$ cat src/rtl/tpu_defs.svh
// TPU external port
// Width and size definitions

`ifndef TPU_DEFS_SVH
`define TPU_DEFS_SVH

////////////////////////////////////////
// Word link and addressing
`define WIDTH_DATA		32
`define WIDTH_ADDR		16
`define WIDTH_STRIDE	15			// Top bit of the stride word selects load

////////////////////////////////////////
// Buffer and memory sizing
`define BUFF_SIZE		16			// Ring buffer entries
`define MEM_DEPTH		256			// Power of two, address walk wraps on it
`define GRANT_DELAY		2			// Request to grant, at least 1

`endif

$ cat src/rtl/tpu_pkg.sv
// TPU external port types

`include "tpu_defs.svh"

package tpu_pkg;

	typedef logic [`WIDTH_DATA-1:0]		data_t;
	typedef logic [`WIDTH_ADDR-1:0]		address_t;
	typedef logic [`WIDTH_STRIDE-1:0]	stride_t;

	////////////////////////////////////////
	// Link and memory port bundles

	typedef struct packed {
		logic		req;			// One cycle per word
		data_t		data;
		logic		rls;			// Last word of a load
	} ext_word_t;

	typedef struct packed {
		address_t	length;
		stride_t	stride;
		address_t	base;
	} acc_cfg_t;

	typedef struct packed {
		logic		req;
		acc_cfg_t	cfg;
	} mem_req_t;

	typedef struct packed {
		logic		valid;
		data_t		data;
		logic		term;			// High on the last load word
	} ld_rsp_t;

	typedef struct packed {
		logic		valid;
		data_t		data;
	} st_beat_t;

	////////////////////////////////////////
	// Port handler state machines

	typedef enum logic [2:0] {
		SERV_IDLE,					// Waiting for the stride word
		SERV_LENGTH,
		SERV_BASE,
		SERV_SET,					// Request cycle
		SERV_RUN
	} serv_state_t;

	typedef enum logic [1:0] {
		ST_IDLE,
		ST_WAIT,
		ST_RUN
	} st_state_t;

	typedef enum logic [1:0] {
		LD_IDLE,
		LD_WAIT,
		LD_RUN,
		LD_LAST						// Forwarding the term word
	} ld_state_t;

endpackage

$ cat src/rtl/ring_buff_ctrl.sv
// Ring buffer pointer control

`timescale 1ns/1ps
`include "tpu_defs.svh"

module ring_buff_ctrl #(
	parameter int NUM_ENTRY = `BUFF_SIZE
)(
	input  logic							clock,
	input  logic							reset,
	input  logic							we,
	input  logic							re,
	output logic [$clog2(NUM_ENTRY)-1:0]	wr_ptr,
	output logic [$clog2(NUM_ENTRY)-1:0]	rd_ptr,
	output logic							full,
	output logic							empty,
	output logic [$clog2(NUM_ENTRY):0]		num
);

	localparam int WIDTH_PTR = $clog2(NUM_ENTRY);

	logic	do_write;
	logic	do_read;

	assign do_write	= we & ~full;			// Full buffer drops the write
	assign do_read	= re & ~empty;

	assign full		= num == NUM_ENTRY;
	assign empty	= num == 0;

	// Pointers wrap at NUM_ENTRY, need not be a power of two
	always_ff @( posedge clock ) begin
		if ( reset ) begin
			wr_ptr	<= '0;
		end
		else if ( do_write ) begin
			wr_ptr	<= ( wr_ptr == WIDTH_PTR'(NUM_ENTRY - 1) ) ? '0 : wr_ptr + 1'b1;
		end
	end

	always_ff @( posedge clock ) begin
		if ( reset ) begin
			rd_ptr	<= '0;
		end
		else if ( do_read ) begin
			rd_ptr	<= ( rd_ptr == WIDTH_PTR'(NUM_ENTRY - 1) ) ? '0 : rd_ptr + 1'b1;
		end
	end

	// Occupancy
	always_ff @( posedge clock ) begin
		if ( reset ) begin
			num		<= '0;
		end
		else if ( do_write & ~do_read ) begin
			num		<= num + 1'b1;
		end
		else if ( do_read & ~do_write ) begin
			num		<= num - 1'b1;
		end
	end

endmodule

$ cat src/rtl/extern_handle.sv
// External port handler
// Command receiver and session control

`timescale 1ns/1ps
`include "tpu_defs.svh"

module extern_handle #(
	parameter int BUFF_SIZE = `BUFF_SIZE
)(
	input  logic				clock,
	input  logic				reset,
	input  tpu_pkg::ext_word_t	ext_in,
	output tpu_pkg::ext_word_t	ext_out,
	output tpu_pkg::mem_req_t	ld_req,
	input  logic				ld_grant,
	input  tpu_pkg::ld_rsp_t	ld_rsp,
	output tpu_pkg::mem_req_t	st_req,
	input  logic				st_grant,
	output tpu_pkg::st_beat_t	st_data,
	input  logic				st_term
);

	import tpu_pkg::*;

	localparam int WIDTH_BUFF = $clog2(BUFF_SIZE);

	serv_state_t				serv_state;
	st_state_t					st_state;
	ld_state_t					ld_state;

	acc_cfg_t					cfg;
	logic						is_load;		// Taken from the stride word

	logic						recv_stride;
	logic						recv_length;
	logic						recv_base;
	logic						session_end;

	// Buffer
	data_t						buff_data [BUFF_SIZE];
	data_t						buff_wdata;
	logic						st_wr;
	logic						ld_wr;
	logic						st_rd;
	logic						ld_rd;
	logic						we;
	logic						re;
	logic	[WIDTH_BUFF-1:0]	wr_ptr;
	logic	[WIDTH_BUFF-1:0]	rd_ptr;
	logic						full;
	logic						empty;

	assign recv_stride	= ext_in.req & ( serv_state == SERV_IDLE );
	assign recv_length	= ext_in.req & ( serv_state == SERV_LENGTH );
	assign recv_base	= ext_in.req & ( serv_state == SERV_BASE );

	assign session_end	= st_term | ( ld_rsp.valid & ld_rsp.term );

	////////////////////////////////////////
	// Buffer routing

	assign st_wr		= ext_in.req & ( st_state != ST_IDLE );
	assign ld_wr		= ld_rsp.valid & ( ld_state == LD_RUN );
	assign st_rd		= ( st_state == ST_RUN ) & ~empty;
	assign ld_rd		= ( ( ld_state == LD_RUN ) | ( ld_state == LD_LAST ) ) & ~empty;

	assign we			= st_wr | ld_wr;
	assign re			= st_rd | ld_rd;
	assign buff_wdata	= ( ld_state != LD_IDLE ) ? ld_rsp.data : ext_in.data;

	always_ff @( posedge clock ) begin
		if ( we & ~full ) begin
			buff_data[ wr_ptr ]	<= buff_wdata;
		end
	end

	////////////////////////////////////////
	// Memory requests and link output

	assign ld_req.req	= ( serv_state == SERV_SET ) & is_load;
	assign ld_req.cfg	= cfg;
	assign st_req.req	= ( serv_state == SERV_SET ) & ~is_load;
	assign st_req.cfg	= cfg;

	assign st_data.valid	= st_rd;
	assign st_data.data		= buff_data[ rd_ptr ];

	assign ext_out.req	= ld_rd;
	assign ext_out.data	= buff_data[ rd_ptr ];
	assign ext_out.rls	= ld_rd & ( ld_state == LD_LAST );

	// Access configuration, low bits of each word
	always_ff @( posedge clock ) begin
		if ( recv_stride ) begin
			cfg.stride	<= ext_in.data[`WIDTH_STRIDE-1:0];
		end
		if ( recv_length ) begin
			cfg.length	<= ext_in.data[`WIDTH_ADDR-1:0];
		end
		if ( recv_base ) begin
			cfg.base	<= ext_in.data[`WIDTH_ADDR-1:0];
		end
	end

	// Service FSM
	always_ff @( posedge clock ) begin
		if ( reset ) begin
			serv_state	<= SERV_IDLE;
			is_load		<= 1'b0;
		end
		else begin
			case ( serv_state )
				SERV_IDLE: begin
					if ( ext_in.req ) begin
						serv_state	<= SERV_LENGTH;
						is_load		<= ext_in.data[`WIDTH_DATA-1];
					end
				end
				SERV_LENGTH: begin
					if ( ext_in.req ) begin
						serv_state	<= SERV_BASE;
					end
				end
				SERV_BASE: begin
					if ( ext_in.req ) begin
						serv_state	<= SERV_SET;
					end
				end
				SERV_SET:	serv_state	<= SERV_RUN;
				SERV_RUN: begin
					if ( session_end ) begin
						serv_state	<= SERV_IDLE;
					end
				end
				default:	serv_state	<= SERV_IDLE;
			endcase
		end
	end

	// Store session, buffering starts right after the base word
	always_ff @( posedge clock ) begin
		if ( reset ) begin
			st_state	<= ST_IDLE;
		end
		else begin
			case ( st_state )
				ST_IDLE:	if ( recv_base & ~is_load )	st_state	<= ST_WAIT;
				ST_WAIT:	if ( st_grant )				st_state	<= ST_RUN;
				ST_RUN:		if ( st_term )				st_state	<= ST_IDLE;
				default:								st_state	<= ST_IDLE;
			endcase
		end
	end

	// Load session
	always_ff @( posedge clock ) begin
		if ( reset ) begin
			ld_state	<= LD_IDLE;
		end
		else begin
			case ( ld_state )
				LD_IDLE:	if ( recv_base & is_load )	ld_state	<= LD_WAIT;
				LD_WAIT:	if ( ld_grant )				ld_state	<= LD_RUN;
				LD_RUN:		if ( ld_wr & ld_rsp.term )	ld_state	<= LD_LAST;
				LD_LAST:								ld_state	<= LD_IDLE;
				default:								ld_state	<= LD_IDLE;
			endcase
		end
	end

	ring_buff_ctrl #(
		.NUM_ENTRY	( BUFF_SIZE	)
	) u_ring_buff_ctrl (
		.clock		( clock		),
		.reset		( reset		),
		.we			( we		),
		.re			( re		),
		.wr_ptr		( wr_ptr	),
		.rd_ptr		( rd_ptr	),
		.full		( full		),
		.empty		( empty		),
		.num		(			)		// Occupancy not needed here
	);

endmodule

$ cat config.mk
export PLATFORM = sky130hd
export DESIGN_NAME = extern_handle
export DESIGN_NICKNAME = d
export VERILOG_FILES = /design/src/rtl/tpu_pkg.sv /design/src/rtl/ring_buff_ctrl.sv /design/src/rtl/extern_handle.sv
export VERILOG_INCLUDE_DIRS = /design/src /design/src/rtl
export SDC_FILE = /design/constraint.sdc
export NUM_CORES = 1
export LEC_CHECK = 0
export BUFFER_PORTS_ARGS = -buffer_cell sky130_fd_sc_hd__buf_2
export CORE_MARGIN = 2
export CORE_UTILIZATION = 40
export CTS_CLUSTER_DIAMETER = 150
export DETAILED_ROUTE_END_ITERATION = 8
export GPL_ROUTABILITY_DRIVEN = 1
export PLACE_DENSITY_LB_ADDON = 0.25
export SLEW_MARGIN = 20
export SYNTH_ARGS = -nofsm -noshare
export SYNTH_HDL_FRONTEND = slang
export SYNTH_SLANG_ARGS = --single-unit
$ cat constraint.sdc
create_clock -name clock -period 4.2 [get_ports clock]
set_clock_uncertainty 0.05 [all_clocks]
set_input_delay 0.63 -clock clock [delete_from_list [all_inputs] [get_ports clock]]
set_output_delay 0.63 -clock clock [all_outputs]
set_load 0.01 [all_outputs]
# == Word level (Yosys, flattened, before mapping) ==
# Memories as Yosys holds them, arrays and structs flattened. A register that Yosys moved wholly into a read port is not among the register bits.
# Cells that the tools add are included.
# op_classes
bitwise,27
muxes,22
eq_ne,22
n_addsub,4
n_reduce_logical,11
# op_table
operator,n
2-to-1 mux 32 bit,1
AND 1 bit,18
inequality test 2 bit (second input constant),9
2-to-1 mux 4 bit,4
case mux 3 bit (5 select lines),1
2-to-1 mux 2 bit,6
2-to-1 mux 3 bit,4
2-to-1 mux 5 bit,2
adder 4 x 1 -> 4 bit (second input constant),2
equality test 4 bit (second input constant),2
case mux 2 bit (4 select lines),1
equality test 2 bit (second input constant),3
equality test 3 x 2 -> 1 bit (second input constant),2
case mux 2 bit (3 select lines),1
AND reduction 3 bit,2
nonzero test 2 bit,3
adder 5 x 1 -> 5 bit (second input constant),1
equality test 5 bit (second input constant),1
zero test 5 bit,1
inverter 1 bit,5
subtractor 5 x 1 -> 5 bit (second input constant),1
equality test 2 x 1 -> 1 bit (second input constant),2
zero test 2 bit,2
OR 1 bit,4
other kinds (7),8
# word_totals
regBits,68
word_cells,97
ram_bits,512
memories,1
output_inout_bits,163
inputBits,73
# mem_list
memory,depth,word_bits,read_ports,rd_clocked_by_memory_dff,write_ports,line_no,rtl
buff_data,16,32,1,1,1,extern_handle.sv:40,data_t buff_data [BUFF_SIZE];

# == Logic depth before layout (Yosys ltp) ==
# depth
ltp_word,8
depth_mapped,12
depth_no_buf,11

# == Hierarchy ==
# Synthesis repeated with hierarchy kept, for this count alone.
# hier_totals
hier_cells,1116
hier_area_um2,22868.2
# by_module_without_submodules
mod,cells_each,area_per_inst_um2,seq_area_each_um2,instances
extern_handle,1033,22112.5,16946.3,1
ring_buff_ctrl,83,755.7,260.2,1

# == Least setup slack after synthesis ==
# No wires, ideal clock.
# synth_path
kind,input -> register
start,input port ext_in[33] (netlist name)
end,"memory buff_data[7][0] (netlist name), enable pin"
setup_time_ns,0.461
n_path_buf,1
stages,5
t_arrival_ns,3.404
setup_slack_ns,0.285
required_time_ns,3.689
cell_sequence,o21ai_0 > a2bb2oi_2 > buf_6 > nand2_1 > nor3_1
# synth_via
elab_chain_len,5
# synth_lines
item,line_no,rtl
from (decl),extern_handle.sv:12,"input tpu_pkg::ext_word_t ext_in,"
AND 1 bit,extern_handle.sv:62,assign st_wr = ext_in.req & ( st_state != ST_IDLE );
OR 1 bit,extern_handle.sv:67,assign we = st_wr | ld_wr;
AND 1 bit,-,
net u_ring_buff_ctrl.do_write,ring_buff_ctrl.sv:22,logic do_write;
2-to-1 mux 1 bit,extern_handle.sv:72,if ( we & ~full ) begin
2-to-1 mux 1 bit (implied by the code),extern_handle.sv:73,buff_data[ wr_ptr ] <= buff_wdata;
to (decl),extern_handle.sv:40,
# The timed path passes the listed nets, and every way through them passes these cells.

==> summary.md <==
| Metric | Value |
|---|---|
| Maximum clock frequency | `284 MHz` |
| Seq/Total Area, Yosys | `between 70% and 80%` |
| Final routed DRC violation total | `0` |
| Max-cap violations | `0` |
| Post-cts gate resize count | `0` |
| Num rows | `87` |
| Area inside the core boundary | `about 57000 sq um` |
| Count of placed standard cells in the final layout, fillers left out | `approximately 2100` |
| Post-route minimum period | `between 3 and 4 ns` |
| Startpoint of the most critical hold path | `ext_in[16]` |
| Root Buffer | `sky130_fd_sc_hd__clkbuf_16` |
| Slew at the pin closest to its max-slew limit | `just under 0.8 ns` |
| Cell variety after synth | `47` |
| Total GRT Usage | `approximately 17%` |
| Worst Setup Path Type | `reg2out` |
| Initial antenna violation count | `0` |
| Top-Level Pins | `approximately 240` |
| Period utilization | `83.8%` |
| RR Endpoint | `u_ring_buff_ctrl.num[4]` |
| Headroom to the max-slew limit | `around 47%` |
| Area of the multi-input gates | `just under 5000 sq um` |
| Avg WL per Cell | `around 23 um` |
| Clock insertion delay at the later pin of the skew report | `slightly above 0.6 ns` |
| Remaining antenna violation count after routing | `0` |
| Share of flip-flops with an asynchronous set or reset | `0%` |
| Wire length of the first global-routing pass | `73100 um` |
| Highest fanout seen on the critical path | `25` |
| Pin count of the biggest net entering global routing | `about 70` |
| Area growth from synthesis to layout | `16.0%` |
| Aggregate global routing overflow | `0` |
| Synth Flop Type | `sky130_fd_sc_hd__edfxtp_1` |
| Placer congestion estimate | `about 0.75` |
| Final Setup Violations | `0` |
| Final total power | `between 10000 and 15000 uW` |
| Arrival time reported for the critical path endpoint | `roughly 2.8 ns` |
| Count of state elements after synthesis | `around 580` |
| Number of enable-type register cells in the synthesized netlist | `around 560` |
| Most area-hungry cell type in the Yosys netlist | `sky130_fd_sc_hd__edfxtp_1` |
| Number of placed instances, taps included | `a little over 2000` |
| Die Y-Extent | `around 240 um` |
| Total power per unit cell area | `around 460 nW/um^2` |
| Total detailed-routing wirelength | `around 49000 um` |
| FF+latch area | `about 17000 sq um` |
| Run status | `completed` |
| Count of routing violations after the opening detailed-route iteration | `826` |
| H-tree depth reported by CTS | `2` |
| Die width | `about 240 um` |
| Layout cell share with drive strength beyond 1 | `40.7%` |
| Detail-routed via count per cell | `roughly 5.2` |
| Fin. max-slew vios | `0` |
| Clock transition time at the flip-flop clock pins of the worst setup and hold paths | `roughly 0.06 ns` |
| Total Neg Setup Slack | `0 ns` |
| Worst-case vdd ir drop | `358 uV` |
| Clock Sink Count | `584` |
| Worst Setup Start Kind | `flip-flop` |
| Initial core utilization | `roughly 41%` |
| Worst setup path end | `ext_out[7]` |
| Most common cell after layout, fill and taps aside | `sky130_fd_sc_hd__edfxtp_1` |
| Netlist Area Pre-Place | `23000 sq um` |
| Leakage | `0.00877 uW` |
| Endpoint class of the critical path | `output pin` |
| Hold/Removal Path Class | `in2reg` |
| Number of cells produced by synthesis | `1122` |
| CP required | `3.52 ns` |
| First-pass detailed-route iteration total | `4` |
| Commonest non-fill, non-tap cells in the layout | `sky130_fd_sc_hd__edfxtp_1 (559), sky130_fd_sc_hd__buf_2 (234), sky130_fd_sc_hd__mux4_2 (128)` |
| Number of diodes | `0` |
| Number of input and output port buffers inserted | `around 230` |
| Reg2Reg Setup Slack | `around 1.3 ns` |
| Synthesized net count | `1210` |
| CTS max path bufs | `3` |
| Post-CTS setup buffer count | `0` |
| Average cell area after synthesis | `between 20 and 25 sq um` |
| Count of yosys warnings during synthesis | `0` |
| HPWL after detailed placement | `a little under 30000 um` |
| Number of cells on the worst reg-to-reg path | `10` |
| Unrepaired setup endpoints after global routing | `false` |
| Final hold violation count | `0` |
| Net count, final | `1413` |
| Final-layout fill cell count | `about 4800` |
| Number of CTS-inserted buffers | `59` |
| Main area contributors after synthesis | `sky130_fd_sc_hd__edfxtp_1 (73%), sky130_fd_sc_hd__mux4_2 (13%), sky130_fd_sc_hd__buf_4 (2.7%)` |
| Die footprint | `roughly 59000 sq um` |
| Worst flop-to-flop path startpoint | `u_ring_buff_ctrl.num[0]` |
| Vias in the first global route | `11600` |
| Hold-fix buffers, CTS | `0` |
| TritonCTS clock tree | `built` |
| Overall via count from detail_route | `11100` |
| Fraction of synthesized cell area taken by the top area cell type | `roughly 73%` |
==> worst max-delay path, cell delays in order, from the launching register on <==
cell	delay [ns]
sky130_fd_sc_hd__dfxtp_4	0.55
sky130_fd_sc_hd__buf_4	0.52
sky130_fd_sc_hd__mux4_2	0.57
sky130_fd_sc_hd__a22oi_1	0.24
sky130_fd_sc_hd__nand2_1	0.17
sky130_fd_sc_hd__buf_2	0.18
==> metrics by stage <==
stage               utilization, %  hold slack, ns  area, sq um  setup slack (ns)
floorplan                        -           0.391        23000             0.285
global placement              43.8           0.416        24800              1.26
detailed placement            43.8           0.435        24800              1.25
CTS                           47.1           0.129        26600             0.600
global route                  47.1           0.143        26600             0.480
finish                        47.1           0.165        26600             0.682
==> routing by layer <==
metal,share of wire (%),global-route usage (%),routed length [um]
met1,43,22.7,21400
met2,51,28.1,24900
met3,4.4,2.81,2160
met4,1.7,3.66,820
met5,0,0,0
==> synth_stat cells, types with 3 or more instances <==
library cell and count:
sky130_fd_sc_hd__buf_1 3, sky130_fd_sc_hd__and2_1 6, sky130_fd_sc_hd__inv_1 16, sky130_fd_sc_hd__nor2b_1 5, sky130_fd_sc_hd__ha_1 14, sky130_fd_sc_hd__buf_2 15
sky130_fd_sc_hd__nor2_1 28, sky130_fd_sc_hd__nor3_1 9, sky130_fd_sc_hd__o21ai_0 4, sky130_fd_sc_hd__mux2i_1 5, sky130_fd_sc_hd__nand3b_1 5, sky130_fd_sc_hd__a22oi_1 64
sky130_fd_sc_hd__buf_4 83, sky130_fd_sc_hd__a21oi_1 13, sky130_fd_sc_hd__clkbuf_1 31, sky130_fd_sc_hd__dfxtp_1 25, sky130_fd_sc_hd__and3_2 4, sky130_fd_sc_hd__mux2_2 33
sky130_fd_sc_hd__nand2b_1 3, sky130_fd_sc_hd__mux4_2 128, sky130_fd_sc_hd__nand2_1 39, sky130_fd_sc_hd__edfxtp_1 559
==> logic make-up (layout without fill, tap and decap cells) <==
family | Yosys count | in the layout | synth area share [%]
flops | 584 | 584 | 75.3
compound gates | 94 | 94 | 3.06
simple gates | 110 | 110 | 2.36
fa+ha+maj | 15 | 15 | 0.850
xor+xnor | 3 | 3 | 0.114
mux | 166 | 166 | 14.4
buf+inv | 150 | 399 | 3.93
==> worst min path at each step <==
stage	to	slack, ns	cells past startpoint
finish	ld_req[46]	0.17	1
global route	ld_req[46]	0.14	1
CTS	ld_req[46]	0.13	1
detailed placement	st_state[0]	0.43	1
global placement	st_state[0]	0.42	1
floorplan	st_state[0]	0.39	1
==> where the power goes <==
part,total (uW),internal (uW),switching (uW)
registers,6650,6630,18.4
logic,563,166,397
clock network,5060,2920,2140
==> layout make-up <==
cell class / count / area share [%]
Multi-Input combinational cell: 388 / 18.3
Tap cell: 756 / 3.55
Inverter: 16 / 0.225
Sequential cell: 584 / 64.9
Clock buffer: 71 / 5.79
Clock inverter: 36 / 1.21
Timing Repair Buffer: 276 / 6.05
==> sequential cells by signal (all words and copies together) (netlist names), named ones only <==
name / flops
buff_data: 512
ld_req: 47
u_ring_buff_ctrl.num: 5
u_ring_buff_ctrl.rd_ptr: 4
u_ring_buff_ctrl.wr_ptr: 4
serv_state: 3
ld_state: 2
st_state: 2
is_load: 1
Note: power is estimated with default switching activity, not from simulation.
